`config.mk`:
```
export PLATFORM = sky130hd
export DESIGN_NAME = load_format
export DESIGN_NICKNAME = d
export VERILOG_FILES = /design/src/design/mem_op_pkg.sv /design/src/design/load_format.sv
export VERILOG_INCLUDE_DIRS = /design/src /design/src/design
export SDC_FILE = /design/constraint.sdc
export NUM_CORES = 1
export LEC_CHECK = 0
export ABC_CLOCK_PERIOD_IN_PS = 2760
export BUFFER_PORTS_ARGS = -buffer_cell sky130_fd_sc_hd__buf_2
export CAP_MARGIN = 20
export CORE_ASPECT_RATIO = 1.4
export CORE_UTILIZATION = 35
export DETAILED_ROUTE_END_ITERATION = 6
export GPL_ROUTABILITY_DRIVEN = 0
export GPL_TIMING_DRIVEN = 0
export PLACE_DENSITY = 0.74
export SETUP_SLACK_MARGIN = 0.3
export SYNTH_ARGS = -nofsm -noshare
export SYNTH_HDL_FRONTEND = slang
export SYNTH_SLANG_ARGS = --single-unit
```
`constraint.sdc`:
```
create_clock -name vclk -period 2.76
set_clock_uncertainty 0.05 [all_clocks]
set_input_delay 0.414 -clock vclk [all_inputs]
set_output_delay 0.414 -clock vclk [all_outputs]
set_load 0.1 [all_outputs]
```
`src/design/mem_params.svh`:
```
`ifndef MEM_PARAMS_SVH
`define MEM_PARAMS_SVH

// data and address width
`define MEM_XLEN 64

// bytes per doubleword
`define MEM_BYTES (`MEM_XLEN / 8)

// first doubleword of the data memory
`define MEM_BASE 64'h8000_0000

// number of doublewords is 2**MEM_DEPTH_LOG2
`define MEM_DEPTH_LOG2 10

`define MEM_DEPTH (1 << `MEM_DEPTH_LOG2)

`endif

```
`src/design/mem_op_pkg.sv`:
```
package mem_op_pkg;

  // memory operation carried by the instruction
  typedef enum logic [3:0] {
    MOP_NONE = 4'd0,
    MOP_LB   = 4'd1,
    MOP_LBU  = 4'd2,
    MOP_LH   = 4'd3,
    MOP_LHU  = 4'd4,
    MOP_LW   = 4'd5,
    MOP_LWU  = 4'd6,
    MOP_LD   = 4'd7,
    MOP_SB   = 4'd8,
    MOP_SH   = 4'd9,
    MOP_SW   = 4'd10,
    MOP_SD   = 4'd11
  } mem_op_e;

  // access width
  typedef enum logic [1:0] {
    SZ_B = 2'd0,
    SZ_H = 2'd1,
    SZ_W = 2'd2,
    SZ_D = 2'd3
  } acc_size_e;

  function automatic logic is_load(mem_op_e op);
    return op inside {MOP_LB, MOP_LBU, MOP_LH, MOP_LHU, MOP_LW, MOP_LWU, MOP_LD};
  endfunction

  function automatic logic is_store(mem_op_e op);
    return op inside {MOP_SB, MOP_SH, MOP_SW, MOP_SD};
  endfunction

  // none falls back to a full doubleword
  function automatic acc_size_e op_size(mem_op_e op);
    case (op)
      MOP_LB, MOP_LBU, MOP_SB: return SZ_B;
      MOP_LH, MOP_LHU, MOP_SH: return SZ_H;
      MOP_LW, MOP_LWU, MOP_SW: return SZ_W;
      default:                 return SZ_D;
    endcase
  endfunction

endpackage

```
`src/design/load_format.sv`:
```
`include "mem_params.svh"

module load_format import mem_op_pkg::*; (
  input  mem_op_e               op,
  input  logic [2:0]            addr_lo,
  input  logic [`MEM_XLEN-1:0]  rdata,
  output logic [`MEM_XLEN-1:0]  load_data
);

  acc_size_e              size;
  logic                   sign_ext;
  logic [7:0]             lane_b;
  logic [15:0]            lane_h;
  logic [31:0]            lane_w;
  logic [`MEM_XLEN-1:0]   field;

  assign size = op_size(op);

  // only the plain loads sign-extend
  assign sign_ext = (op == MOP_LB) || (op == MOP_LH) || (op == MOP_LW);

  // lane pick, low address bits below the access size are dropped
  always_comb begin
    lane_b = rdata[{addr_lo, 3'b000} +: 8];
    lane_h = rdata[{addr_lo[2:1], 4'b0000} +: 16];
    lane_w = rdata[{addr_lo[2], 5'b00000} +: 32];
  end

  always_comb begin
    case (size)
      SZ_B: begin
        field = {{(`MEM_XLEN-8){sign_ext & lane_b[7]}}, lane_b};
      end
      SZ_H: begin
        field = {{(`MEM_XLEN-16){sign_ext & lane_h[15]}}, lane_h};
      end
      SZ_W: begin
        field = {{(`MEM_XLEN-32){sign_ext & lane_w[31]}}, lane_w};
      end
      default: begin
        field = rdata;
      end
    endcase
  end

  // stores and none give zero
  assign load_data = is_load(op) ? field : '0;

endmodule

```
==> metrics, run 1 <==
Setup WS pre-CTS=-762 ps; mux cell area share after synthesis=0.346; Unique masters post-synth=37; complex-gate fraction of the synthesized area=0.318; die height=90.7 um; Starting Density=0.373; status=stopped before the end; placed inst area=between 3000 and 4000 sq um; Post-Synth Adder-Cell Area=0.0318; Yosys top cell area share=0.183; Top Ports=around 140; Cell Area, Synth=1970 sq um; largest net degree at the start of global routing=11; dominant cell type by area after synthesis=mux4_2; Failed at=5_1_grt; sequential fraction of the synthesis area=0; DIE WIDTH=around 65 um; post-synthesis simple-gate area fraction=0.227; Net Count, Synth=~340; largest family of logic cells by synthesized area=multiplexers; YS warnings=0; Post-Synth XOR/XNOR Area=0; row count=31; dpl hpwl=7200 um; Post-CTS Hold Buffers=0; grt repair worst endpoint=load_data[44]; Buffers on Ports=between 100 and 150; Commonest cells post-synth=83 x nor2_1, 32 x mux2i_1, 16 x mux4_2, 16 x o221a_1, 15 x clkbuf_1; top cells by area, synth=mux4_2 18%, mux2i_1 16%, nor2_1 16%; syn_area_per_cell=roughly 7.5 sq um; Worst EP kind=output port; Syn Inst Count=approximately 260; tool error=[ERROR DPL-0038] Utilization greater than 100%, impossible to legalize; most frequent cell after synthesis=nor2_1
-- kinds of logic after synthesis --
group	count (synthesis)
adders and majority gates	5
muxes	48
and+or+nand+nor	107
AOI/OAI and AO/OA	69
buffers and inverters	32
-- stage by stage --
step,instances,setup TNS (ps),utilization
3_5_place_dp,459,-37710,0.661
4_1_cts,485,-2250,0.943
3_3_place_gp,459,-36760,0.661
2_1_floorplan,261,-174,-
-- repair_timing --
action                                  CTS
pin swaps                                18
gates resized for setup                 319
buffers inserted                         22
endpoints found under the setup margin   64
cloned                                    4
==> inputs of run 2 (changes only) <==
--- a/config.mk
+++ b/config.mk
@@ -9,13 +9,11 @@
 export ABC_CLOCK_PERIOD_IN_PS = 2760
 export BUFFER_PORTS_ARGS = -buffer_cell sky130_fd_sc_hd__buf_2
 export CAP_MARGIN = 20
-export CORE_ASPECT_RATIO = 1.4
-export CORE_UTILIZATION = 35
+export CORE_UTILIZATION = 20
 export DETAILED_ROUTE_END_ITERATION = 6
 export GPL_ROUTABILITY_DRIVEN = 0
 export GPL_TIMING_DRIVEN = 0
-export PLACE_DENSITY = 0.74
-export SETUP_SLACK_MARGIN = 0.3
+export PLACE_DENSITY_LB_ADDON = 0.15
 export SYNTH_ARGS = -nofsm -noshare
 export SYNTH_HDL_FRONTEND = slang
 export SYNTH_SLANG_ARGS = --single-unit
==> run 2 against run 1 <==
  * The flow now finishes, with violations (setup timing)
  * Area after synthesis stayed put
  * Synthesized cell count unchanged
==> metrics, run 2 <==
max-cap violations=0; Max Freq=about 360 MHz; Top Ports=135 (unchanged); Total GRT Usage=0.209; Max Transition Viols Final=0; gr ovfl total=0; routed vias/inst=slightly above 5; worst hold path class=in -> out; most frequent cell after synthesis=nor2_1 (unchanged); die height=101 um (was 90.7 um); DIE WIDTH=101 um (was 65.3 um); failing checks=setup timing; antenna violations before repair=0; Final Non-Filler Cells=540; PD cells=about 380 nW/um^2; commonest non-fill, non-tap cell in the layout=buf_2; largest net degree at the start of global routing=11; critical-path maximum fanout=6; Crit path required time=2300 ps; core box area=between 9000 and 10,000 sq um; syn_area_per_cell=7.53 sq um (unchanged); sequential cells=0; Hold Worst Slack=roughly 1200 ps; fraction of layout cells with a size suffix above 1=0.703; final setup violation count=20; vias in the first global route=2,946; crit path capture type=output pin; Avg WL per Cell=approximately 20 um; Tcrit/Tclk final=1.02; most frequent cells in the layout=69 x buf_2, 59 x buf_12, 49 x nor2_1; Worst EP arrival=around 2300 ps; Net Count, Synth=337 (unchanged); Critical Path Max Stage Delay=460 ps; Worst slew margin=0.488; ANT cells=0; FILL cells=~880; Placed Instances=522 (was 459); Max VDD drop=0.219 mV; vias=2,804; Buffers on Ports=132 (unchanged); 1st-iter DRT viols=115; dominant cell type by area after synthesis=mux4_2 (unchanged); Setup TNS Final=-557 ps; Final min period=approximately 2800 ps; CP Class=in -> out; placed inst area=3220 sq um (was 3490 sq um); # DRC=0; status=complete, but fails checks (was stopped before the end); Yosys top cell area share=0.183 (unchanged); register area=0 sq um; YS warnings=0 (unchanged); most frequent CP cell=buf_12; Cell Area, Synth=1970 sq um (unchanged); Unique masters post-synth=37 (unchanged); crit path cell chain=buf_12 -> inv_12 -> ha_4 -> nor2b_4 -> or2_0 -> clkbuf_8 -> nor3b_4 -> or3_4 -> buf_16 -> o221a_4 -> buf_12; RSZ-0062 raised after global routing=true; top cells by area, synth=mux4_2 18%, mux2i_1 16%, nor2_1 16% (unchanged); CP bufs+invs=5; crit path setup slack, layout=-46.3 ps; CP delay by family, top=simple AND/OR/NAND/NOR gates; Post-DRT Antenna Nets=0; Finished Core Util=0.505; Routed WL=between 10,000 and 15,000 um; Syn Inst Count=261 (unchanged); worst slew pin tran=approximately 770 ps; TritonRoute pass-1 iters=4; clk_buf instances=0; row count=35 (was 31); crit path launch type=input pin; dpl hpwl=7710 um (was 7200 um); design area=about 4700 sq um; slowest CP cell=or3_4; Commonest cells post-synth=83 x nor2_1, 32 x mux2i_1, 16 x mux4_2, 16 x o221a_1, 15 x clkbuf_1 (unchanged); die area=around 10,000 sq um; leakage power=1.97 nW; final-report hold violation count=0; Starting Density=0.210 (was 0.373); first-pass GRT wire length=about 16,000 um; Final Net Count=slightly below 500; area grow syn2layout=141%; sequential fraction of the synthesis area=0 (unchanged)
## run 2: cell counts after synthesis
No cell type changed its count.
## run 2: report_power, final
part           switching (mW)  internal (mW)  leakage, nW
sequential                  0              0            0
combinational            1.12          0.661         1.97
clock                       0              0            0
total                    1.12          0.661         1.97
## run 2: what timing repair did
item                       in CTS  in global routing
resized for setup             310                 39
buffers inserted               15                  3
cloned                          2                  0
hold buffers                    0                  0
setup endpoints to repair      64                 64
pin swaps                      33                  9
## run 2: metal layers
layer  up-vias  share of wire  global-route usage
met3        16          0.050              0.0221
met4         0          0.019              0.0446
met1      1392           0.44               0.286
li1       1295              -                   -
met2       101           0.49               0.353
met5         -              0                   0
## run 2: path summary, 6_finish.rpt
path,end,cells past startpoint,startpoint,slack (ps)
setup / recovery,load_data[31],11,op[0],-50
hold / removal,load_data[54],4,rdata[54],1220
## run 2: layout make-up
type	count	area, sq um	area share
multi-input cells	229	2480	0.525
repair buffers	152	1770	0.373
plain buffers	27	290	0.0614
well taps	129	161	0.0341
inverters	3	28.8	0.00608
## run 2: stage by stage
step | setup slack, ps | power (mW)
after floorplan | -161 | 1.07
after global placement | -1120 | 1.32
after detailed placement | -1120 | 1.32
after CTS | -74.2 | 1.74
after global routing | -91.9 | 1.85
final | -46.3 | 1.78
## run 2: cells by family (layout without fill, tap and decap cells)
kind of cell             Yosys count  in the layout  share of synthesized area
AND/OR/NAND/NOR                  107            107                      0.227
AO/OA/AOI/OAI                     69             69                      0.318
multiplexers                      48             48                      0.346
buffers and inverters             32            182                     0.0770
adder cells (fa/ha/maj)            5              5                     0.0318
## run 2: worst min-delay path, delay by kind of cell
kind,cells,cell delay [ps]
buffers and inverters,2,280
and+or+nand+nor,2,160
(Power assumes the default switching activity.)
