==> src/design/mem_params.svh <==
`ifndef MEM_PARAMS_SVH
`define MEM_PARAMS_SVH

// data and address width
`define MEM_XLEN 64

// bytes per doubleword
`define MEM_BYTES (`MEM_XLEN / 8)

// first doubleword of the data memory
`define MEM_BASE 64'h8000_0000

// number of doublewords is 2**MEM_DEPTH_LOG2
`define MEM_DEPTH_LOG2 10

`define MEM_DEPTH (1 << `MEM_DEPTH_LOG2)

`endif

==> src/design/mem_op_pkg.sv <==
package mem_op_pkg;

  // memory operation carried by the instruction
  typedef enum logic [3:0] {
    MOP_NONE = 4'd0,
    MOP_LB   = 4'd1,
    MOP_LBU  = 4'd2,
    MOP_LH   = 4'd3,
    MOP_LHU  = 4'd4,
    MOP_LW   = 4'd5,
    MOP_LWU  = 4'd6,
    MOP_LD   = 4'd7,
    MOP_SB   = 4'd8,
    MOP_SH   = 4'd9,
    MOP_SW   = 4'd10,
    MOP_SD   = 4'd11
  } mem_op_e;

  // access width
  typedef enum logic [1:0] {
    SZ_B = 2'd0,
    SZ_H = 2'd1,
    SZ_W = 2'd2,
    SZ_D = 2'd3
  } acc_size_e;

  function automatic logic is_load(mem_op_e op);
    return op inside {MOP_LB, MOP_LBU, MOP_LH, MOP_LHU, MOP_LW, MOP_LWU, MOP_LD};
  endfunction

  function automatic logic is_store(mem_op_e op);
    return op inside {MOP_SB, MOP_SH, MOP_SW, MOP_SD};
  endfunction

  // none falls back to a full doubleword
  function automatic acc_size_e op_size(mem_op_e op);
    case (op)
      MOP_LB, MOP_LBU, MOP_SB: return SZ_B;
      MOP_LH, MOP_LHU, MOP_SH: return SZ_H;
      MOP_LW, MOP_LWU, MOP_SW: return SZ_W;
      default:                 return SZ_D;
    endcase
  endfunction

endpackage

==> src/design/store_format.sv <==
`include "mem_params.svh"

module store_format import mem_op_pkg::*; (
  input  mem_op_e                 op,
  input  logic [2:0]              addr_lo,
  input  logic [`MEM_XLEN-1:0]    store_data,
  output logic [`MEM_XLEN-1:0]    wdata,
  output logic [`MEM_BYTES-1:0]   wmask
);

  acc_size_e              size;
  logic [`MEM_BYTES-1:0]  lane_mask;

  assign size = op_size(op);

  // replicate the low bytes across every lane, the mask picks the one written
  always_comb begin
    case (size)
      SZ_B: begin
        wdata     = {8{store_data[7:0]}};
        lane_mask = 8'b0000_0001 << addr_lo;
      end
      SZ_H: begin
        wdata     = {4{store_data[15:0]}};
        lane_mask = 8'b0000_0011 << {addr_lo[2:1], 1'b0};
      end
      SZ_W: begin
        wdata     = {2{store_data[31:0]}};
        lane_mask = 8'b0000_1111 << {addr_lo[2], 2'b00};
      end
      default: begin
        wdata     = store_data;
        lane_mask = 8'b1111_1111;
      end
    endcase
  end

  // no byte enables unless this is a store
  assign wmask = is_store(op) ? lane_mask : '0;

endmodule

==> config.mk <==
export PLATFORM = sky130hd
export DESIGN_NAME = store_format
export DESIGN_NICKNAME = d
export VERILOG_FILES = /design/src/design/mem_op_pkg.sv /design/src/design/store_format.sv
export VERILOG_INCLUDE_DIRS = /design/src /design/src/design
export SDC_FILE = /design/constraint.sdc
export NUM_CORES = 1
export LEC_CHECK = 0
export ABC_AREA = 0
export BUFFER_PORTS_ARGS = -buffer_cell sky130_fd_sc_hd__clkbuf_2
export CAP_MARGIN = 20
export CORE_UTILIZATION = 41
export DETAILED_ROUTE_END_ITERATION = 12
export PLACE_DENSITY = 0.85
export SYNTH_ARGS = -nofsm -noshare
export SYNTH_HDL_FRONTEND = slang
export SYNTH_SLANG_ARGS = --single-unit
export TNS_END_PERCENT = 20
==> constraint.sdc <==
create_clock -name vclk -period 3.8
set_input_delay 0.57 -clock vclk [all_inputs]
set_output_delay 0.57 -clock vclk [all_outputs]
set_load 0.05 [all_outputs]
Word level (Yosys, flattened, before mapping)
Memories as Yosys holds them, arrays and structs flattened. Index checks and enable logic that the tools add are counted.

Flip-flop bits (word level): 0. Latch bits: 0. Memory bits (writable): 0. ROM bits: 32. Output and inout port bits: 72. Word-level logic and storage cells: 15. Memories kept: 1.

Memories: (no name shown) (words 16, bits a word 2, read ports 1, clocked after memory_dff 0, write ports 0, RTL line mem_op_pkg.sv:37) `case (op)`.

$add $sub $neg: 0. $mul: 0. Div/mod/pow operators: 0. Order comparisons: 0. Eq/ne operators: 6. Shift operators: 3. Muxes and demuxes: 3. Bitwise logic cells: 0. Reduce and logical (&&, ||, !) cells: 2.

Operators with widths (count): $pmux W64 S3 (1); $pmux W8 S3 (1); $eq A4 B4 Y1 const B (4); $mux W8 (1); $shl A1 B3 Y8 const A (1); $shl A2 B3 Y8 const A (1); $shl A4 B3 Y8 const A (1); $reduce_bool A4 Y1 (1); $eq A2 B1 Y1 const B (1); $eq A2 B2 Y1 const B (1); $logic_not A2 Y1 (1).

Longest topological paths before layout
Gate-level depths: netlist of the first run. An unclocked memory read counts as a cell.

Depth after elaboration: 4. Gate-level depth with buffers: 12. Mapped depth without buffers: 6.

Least setup slack after synthesis of the first run
Ideal clock, no wire load.

Path type: input to output. From: input op[0]. To: output wdata[57]. Data arrival time: 3490 ps. Slack: -260 ps. Stages: 11. Buffers on the path: 5. Path through: clkbuf_1 -> buf_2 -> inv_1 -> ha_1 -> nor2b_1 -> buf_2 -> o32a_1 -> buf_4 -> buf_6 -> mux2i_1 -> a221oi_1.

Word-level cells in the longest chain between the ends: 3. Elaborated cells on any way between the ends: 5.

RTL lines: from (decl) (RTL line store_format.sv:4) `input mem_op_e op,`; $mem_v2 Z16 W2 (*); $eq A2 B2 Y1 (tied with other cells) (RTL line store_format.sv:18) `case (size)`; $pmux W64 S3 (*) (RTL line store_format.sv:18); to (decl) (RTL line store_format.sv:7) `` output logic [`MEM_XLEN-1:0] wdata, ``.

Every way passes the cells marked *; elsewhere a longest branch is shown, timed or not.

Final worst setup path of the first run
From: input op[2]. To: output wdata[15].

The elaborated chain is that of the path after synthesis.

==> run summary, run 1 <==
Layout area overhead: 45.4%
Routed vias: 2369
Core box area: 4000 sq um
Worst-Margin Slew: 858 ps
Pre-CTS setup slack: 240 ps
WL final: 6130 um
Netlist cell types: 37
Most common cell in the synthesized netlist: nand2_1
Die Y-Extent: 66.7 um
Mean Syn Cell Area: 6.73 sq um
Max-Cap Viols: 0
Largest net degree at the start of global routing: 30
ANT nets after route: 0
# Post-CTS Setup Buffers: 0
Ant diodes: 0
Final Power: 679 uW
NetSw: 477 uW
Final Worst Setup Slack: 234 ps
Post-CTS Resized: 0
NumNets Final: 456
Hold Path Depth: 2
DR pass1 iterations: 4
Starting density of the core: 0.429
# DRC: 0
Combinational Power Share: 1.000
Initial antenna violation count: 0
Synth area leader: mux2i_1
Leakage Power: 0.00142 uW
Syn Nets: 331
Clock share of power: 0
Fin crit period: 3570 ps
Sequential cell area: 0 sq um
Fmax: 280 MHz
Max VDD drop: 0.000141 V
Switching share of power: 0.702
Post-route clock period utilization: 0.938
Clock buffers: 0
CP max FO: 25
FF+latch count: 0
GR Util All Layers: 0.257
P_int: 203 uW
Fin. max-slew vios: 0
Rows: 23
Unrepaired setup endpoints after global routing: no
WL/cell: 14.3 um
Syn. warnings: 0
Endpoints failing setup: 0
Die width: 66.7 um
Final hold violations: 0
Cell area after synthesis: 1720 sq um
WP data arrival: 3000 ps
CP Launch Type: input pin
Max-slew headroom: 0.428
Fraction of layout cells with a size suffix above 1: 0.444
Pwr Density: 272 nW/um^2
Sequential share of power: 0
Number of global-route vias before repair: 2036
Status: complete, no violations
DP Wirelength: 4970 um
Sequential area share after synthesis: 0
# hold bufs at CTS: 0
Hold Startpoint: store_data[2]
Top cell type's share of synthesized area: 0.152
Hold Crit Class: input pin to output pin
1st-iter DRT viols: 147
First-pass GRT wire length: 9110 um
Synth cell count leaders: nand2_1, mux2i_1, inv_1
Die ar.: 4450 sq um
WP data required: 3230 ps
Setup crit end kind: output pin
Synth area leaders: mux2i_1, mux2_1, nand2_1, a2111oi_2, inv_1
Vias per cell: 5.54
Min-Delay Endpoint: wdata[2]
Io pins: 143
Critical path class: input pin to output pin
GRT Residual Overflow: 0
Port Buffer Count: 143
Post-synthesis instance total: 255
RePlAce Congestion: 0.908
==> placed cells by master, fill, tap and decap left out, types with 3 or more instances in the layout <==
cell,Yosys,routed
mux2i_1,26,26
o21ai_1,12,12
o21ai_0,11,11
o21ai_2,3,3
nor3_1,14,14
a2111oi_2,6,6
a21oi_1,17,17
ha_1,5,5
nor2_1,18,18
buf_12,0,6
clkbuf_2,0,137
a221oi_2,0,3
inv_1,24,24
buf_4,9,6
nor2b_1,10,10
a2bb2oi_1,10,10
nand2_1,30,30
a221oi_1,6,3
mux2_1,16,16
==> power groups by stage <==
stage	Sequential, uW	Combinational [uW]	Clock, uW
floorplan	0	494	0
global placement	0	669	0
detailed placement	0	678	0
CTS	0	679	0
global route	0	718	0
finish	0	679	0
==> worst max path at each step <==
stage                     startpoint  slack [ps]  cells after the start         to
after CTS                      op[1]         240                      8  wdata[15]
after floorplan                op[0]        -260                     11  wdata[60]
after global placement         op[1]         360                      8   wdata[8]
final                          op[2]         230                      6  wdata[15]
after global routing           op[2]           5                      6  wdata[10]
after detailed placement       op[1]         240                      8  wdata[15]
==> cell type report <==
class | instances | area (sq um)
inverter | 25 | 93.8
timing repair buffer | 149 | 851
fill | 362 | 1500
tap | 50 | 62.6
multi-input combinational | 204 | 1490
==> cells by family (layout without fill, tap and decap cells) <==
kind of cell | Yosys count | count (layout) | synth area share
simple gates | 79 | 79 | 0.219
fa+ha+maj | 5 | 5 | 0.0364
buf+inv | 51 | 174 | 0.146
mux | 43 | 43 | 0.265
compound gates | 77 | 77 | 0.333
==> critical path, stage by stage <==
cell      delay (ps)
clkbuf_2         360
nor2b_1          250
o32ai_4          760
o21ai_2          400
mux2_1           420
clkbuf_2         240
==> metal layers <==
metal,global-route usage,share of wire,vias up
li1,-,-,1169
met4,0.0479,0.010,0
met1,0.329,0.42,1085
met5,0,0,-
met2,0.470,0.50,107
met3,0.0120,0.062,8
==> stage by stage <==
stage	hold WS [ps]	area, sq um	utilization	std cells	TNS, ps
3_5_place_dp	1510	2500	0.624	428	0
6_report	1510	2500	0.624	428	0
5_1_grt	1530	2500	0.624	428	0
4_1_cts	1510	2500	0.624	428	0
2_1_floorplan	1310	1740	-	255	-1180
3_3_place_gp	1510	2500	0.624	428	0
(Power assumes the default switching activity.)
==> inputs of run 2 (changes only) <==
--- a/config.mk
+++ b/config.mk
@@ -9,6 +9,7 @@
 export ABC_AREA = 0
 export BUFFER_PORTS_ARGS = -buffer_cell sky130_fd_sc_hd__clkbuf_2
 export CAP_MARGIN = 20
+export CORE_MARGIN = 3
 export CORE_UTILIZATION = 41
 export DETAILED_ROUTE_END_ITERATION = 12
 export PLACE_DENSITY = 0.85
==> run 2 against run 1 <==
  * First-iteration DRC count grew 11%
  * Global-route usage shrank 0.45 points
  * Via count grew 1.6%
  * Highest routed layer unchanged
  * Critical path type unchanged
==> run summary, run 2 (synthesis gave the netlist of run 1 again) <==
RePlAce Congestion: 0.950 (+4.6%)
Max-Cap Viols: 0 (unchanged)
First-pass GRT wire length: 10800 um (+18%)
Status: complete, no violations
Final hold violations: 0 (unchanged)
Leakage Power: 0.00144 uW (+1.1%)
Largest net degree at the start of global routing: 32 (+6.7%)
Post-route clock period utilization: 0.931 (-0.00776)
Ant diodes: 0 (unchanged)
# Post-CTS Setup Buffers: 0 (unchanged)
NumNets Final: 457 (+0.22%)
Area of the multi-input gates: 1490 sq um (unchanged)
WL final: 6620 um (+8.1%)
Fraction of layout cells with a size suffix above 1: 0.446 (+0.00147)
Final instance area: 2530 sq um (+1.4%)
# DRC: 0 (unchanged)
Die ar.: 5000 sq um (+12%)
# hold bufs at CTS: 0 (unchanged)
Pwr Density: 275 nW/um^2 (+0.96%)
Critical path class: input pin to output pin
Rows: 22 (-4.3%)
FF+latch count: 0 (unchanged)
Core box area: 3850 sq um (-3.7%)
NetSw: 483 uW (+1.3%)
Fin. max-slew vios: 0 (unchanged)
Fmax: 283 MHz (+0.83%)
Initial antenna violation count: 0 (unchanged)
Worst-Margin Slew: 617 ps (-241 ps)
WP data required: 3230 ps (about the same)
Io pins: 143 (unchanged)
WL/cell: 15.5 um (+8.3%)
CP Launch Type: input pin
Commonest non-fill, non-tap cells in the layout: clkbuf_2, nand2_1, mux2i_1, inv_1, nor2_1
ANT nets after route: 0 (unchanged)
P_int: 213 uW (+4.9%)
Clock buffers: 0 (unchanged)
Fin crit period: 3540 ps (-29.5 ps)
Starting density of the core: 0.445 (+0.0163)
Setup crit end kind: output pin
CP max FO: 31 (+24%)
Fin cells: 427 (-0.23%)
Sequential share of power: 0 (unchanged)
Sequential cell area: 0 sq um (unchanged)
Switching share of power: 0.694 (-0.00737)
Hold Crit Class: input pin to output pin
Vias per cell: 5.64 (+1.9%)
Area of placed instances: 2530 sq um (+1.4%)
WP data arrival: 2970 ps (-30 ps)
Routed vias: 2408 (+1.6%)
Commonest non-fill, non-tap cell in the layout: clkbuf_2
DR pass1 iterations: 4 (unchanged)
Max VDD drop: 0.000122 V (-14%)
Endpoints failing setup: 0 (unchanged)
Die Y-Extent: 70.7 um (+6.0%)
Unrepaired setup endpoints after global routing: no
GRT Residual Overflow: 0 (unchanged)
GR Util All Layers: 0.252 (-0.00449)
Layout area overhead: 47.4%
Port Buffer Count: 143 (unchanged)
Post-placement cell count: 427 (-0.23%)
DP Wirelength: 5470 um (+10%)
Combinational Power Share: 1.000 (about the same)
Clock share of power: 0 (unchanged)
Max-slew headroom: 0.588 (+0.160)
Number of global-route vias before repair: 2299 (+13%)
Die width: 70.7 um (+6.0%)
Post-CTS Resized: 0 (unchanged)
1st-iter DRT viols: 163 (+11%)
Filler cell count: 347 (-4.1%)
## run 2: changes by cell type in the layout (fill, tap and decap cells not counted), sizes merged
cell / before / now
buf: 12 / 15
clkbuf: 137 / 135
## run 2: cell type report
type | instances | share of cell area
Multi-Input combinational cell | 204 | 0.588
Inverter | 25 | 0.0371
Tap cell | 48 | 0.0237
Timing Repair Buffer | 150 | 0.351
## run 2: critical path, cell delays in order
cell,delay [ps]
clkbuf_2,90
inv_1,130
ha_1,190
nor2b_1,520
o32a_1,260
buf_4,330
mux2i_1,130
a221oi_1,530
buf_12,210
## run 2: worst paths after layout
check           from   endpoint  slack [ps]  cells past startpoint
max            op[1]  wdata[56]         260                      9
min    store_data[5]   wdata[5]        1510                      2
## run 2: through the flow
step / utilization / setup WS (ps) / power (uW) / hold slack [ps] / setup TNS [ps]
detailed placement: 0.657 / 295 / 694 / 1510 / 0
CTS: 0.657 / 299 / 695 / 1510 / 0
global route: 0.657 / 91.5 / 735 / 1520 / 0
global placement: 0.657 / 393 / 686 / 1510 / 0
finish: 0.657 / 264 / 696 / 1510 / 0
floorplan: - / -260 / 494 / 1310 / -1180
## run 2: power by group through the flow
stage | Combinational [uW] | Clock, uW | Sequential, uW
detailed placement | 694 | 0 | 0
floorplan | 494 | 0 | 0
CTS | 695 | 0 | 0
finish | 696 | 0 | 0
global route | 735 | 0 | 0
global placement | 686 | 0 | 0
## run 2: per-layer routing
metal,part of all wire,vias up,global-route usage
li1,-,1166,-
met1,0.38,1115,0.301
met2,0.52,117,0.483
met3,0.085,10,0.0327
met4,0.013,0,0.0376
met5,0,-,0
==> inputs of run 3 (changes only) <==
--- a/config.mk
+++ b/config.mk
@@ -12,7 +12,7 @@
 export CORE_MARGIN = 3
 export CORE_UTILIZATION = 41
 export DETAILED_ROUTE_END_ITERATION = 12
-export PLACE_DENSITY = 0.85
+export PLACE_DENSITY_LB_ADDON = 0.12
 export SYNTH_ARGS = -nofsm -noshare
 export SYNTH_HDL_FRONTEND = slang
 export SYNTH_SLANG_ARGS = --single-unit
==> run 3 against run 2 <==
  * Flip-flop and latch count is the same
  * Sequential share of layout area is the same
  * Die area unchanged
  * Utilization is 0.62 points higher
  * First-iteration DRC count decreased by 21%
  * Maximum frequency grew 2.6%
  * Count of clock-buffer cells in the layout unchanged
  * Total power increased by 0.22%
  * Non-clock buffer count decreased by 1
  * Setup slack better by 88 ps
  * Via count fell by 2.7%
  * Worst hold slack lost 1.0 ps
  * Largest cell class unchanged
==> run summary, run 3 (synthesis gave the netlist of run 1 again) <==
Fin. max-slew vios: 0 (unchanged)
Endpoints failing setup: 0 (unchanged)
First-pass GRT wire length: 10200 um (-5.1%)
Fin crit period: 3450 ps (-88.3 ps)
CP Launch Type: input pin
Ant diodes: 0 (unchanged)
# DRC: 0 (unchanged)
Clock buffers: 0 (unchanged)
Fraction of layout cells with a size suffix above 1: 0.446 (unchanged)
Max-slew headroom: 0.472 (-0.115)
GR Util All Layers: 0.237 (-0.0154)
Layout Utilization: 0.663 (+0.00617)
# Post-CTS Setup Buffers: 0 (unchanged)
1st-iter DRT viols: 129 (-21%)
Sequential cell area: 0 sq um (unchanged)
Filler cell count: 356 (+2.6%)
Leakage Power: 0.00144 uW (+0.28%)
Slowest-stage cell, CP: nor2b_1
WP data required: 3230 ps (about the same)
Post-route clock period utilization: 0.907 (-0.0232)
GRT Residual Overflow: 0 (unchanged)
Final hold violations: 0 (unchanged)
Die Y-Extent: 70.7 um (unchanged)
Largest net degree at the start of global routing: 29 (-9.4%)
Hold Crit Class: input pin to output pin
# hold bufs at CTS: 0 (unchanged)
Final Worst Setup Slack: 352 ps (+88.3 ps)
WL final: 6390 um (-3.5%)
DP Wirelength: 5090 um (-6.9%)
Worst-Margin Slew: 792 ps (+174 ps)
Die width: 70.7 um (unchanged)
Die ar.: 5000 sq um (unchanged)
Setup crit end kind: output pin
Critical path class: input pin to output pin
RePlAce Congestion: 0.842 (-11%)
Top cell by count, worst path: clkbuf_2
Status: complete, no violations
Starting density of the core: 0.445 (unchanged)
Commonest non-fill, non-tap cell in the layout: clkbuf_2
Post-CTS Resized: 0 (unchanged)
Post-placement cell count: 426 (-0.23%)
Routed vias: 2344 (-2.7%)
ANT nets after route: 0 (unchanged)
Commonest non-fill, non-tap cells in the layout: clkbuf_2, nand2_1, mux2i_1, inv_1, nor2_1
Worst Path Buf+Inv: 3 (-1)
Core box area: 3850 sq um (unchanged)
Initial antenna violation count: 0 (unchanged)
WP data arrival: 2880 ps (-90 ps)
Vias per cell: 5.49 (-2.7%)
CP Cell Sequence: clkbuf_2, inv_1, ha_1, nor2b_1, or2_4, mux2_4, a2111oi_2, clkbuf_2
Crit path max-delay family: simple AND/OR/NAND/NOR gates
Fmax: 290 MHz (+2.6%)
Largest stage delay, worst path: 560 ps (+30 ps)
Pre-CTS setup slack: 226 ps (-69.2 ps)
Io pins: 143 (unchanged)
Max VDD drop: 0.000184 V (+51%)
Unrepaired setup endpoints after global routing: no
FF+latch count: 0 (unchanged)
Max-Cap Viols: 0 (unchanged)
CP max FO: 8 (-74%)
Hold WS: 1510 ps (-1.02 ps)
NumNets Final: 457 (unchanged)
DR pass1 iterations: 4 (unchanged)
Fin cells: 427 (unchanged)
Port Buffer Count: 143 (unchanged)
Layout area overhead: 48.8%
Number of global-route vias before repair: 2094 (-8.9%)
Pwr Density: 273 nW/um^2 (-0.71%)
WL/cell: 15.0 um (-3.5%)
Rows: 22 (unchanged)
[run 3: changes by cell type in the layout (fill, tap and decap cells not counted), sizes merged]
cell    change
o32ai       +1
clkbuf      -1
[run 3: area by class of cell]
type / count / area, sq um / area share
inverter: 25 / 93.8 / 0.0367
multi-input combinational: 205 / 1510 / 0.589
tap: 48 / 60.1 / 0.0235
timing repair buffer: 149 / 896 / 0.351
[run 3: worst paths after layout]
| path | to | start | depth (start not counted) |
|---|---|---|---|
| setup / recovery | wdata[43] | op[1] | 8 |
| hold / removal | wdata[5] | store_data[5] | 2 |
[run 3: power breakdown]
part	leakage [uW]	total [uW]	internal, uW	switching, uW
Clock	0	0	0	0
Sequential	0	0	0	0
Combinational	0.00144	697	216	481
[run 3: metal layers]
| metal | up-vias | GRT usage | share of wire |
|---|---|---|---|
| met2 | 104 | 0.441 | 0.51 |
| li1 | 1168 | - | - |
| met4 | 0 | 0.0209 | 0.0092 |
| met3 | 6 | 0.0114 | 0.066 |
| met5 | - | 0 | 0 |
| met1 | 1066 | 0.311 | 0.42 |
[run 3: through the flow]
stage,TNS (ps),total power [uW],cell area (sq um)
floorplan,-1180,494,1740
global placement,0,689,2540
detailed placement,0,694,2540
CTS,0,695,2540
global route,0,736,2550
finish,0,697,2550
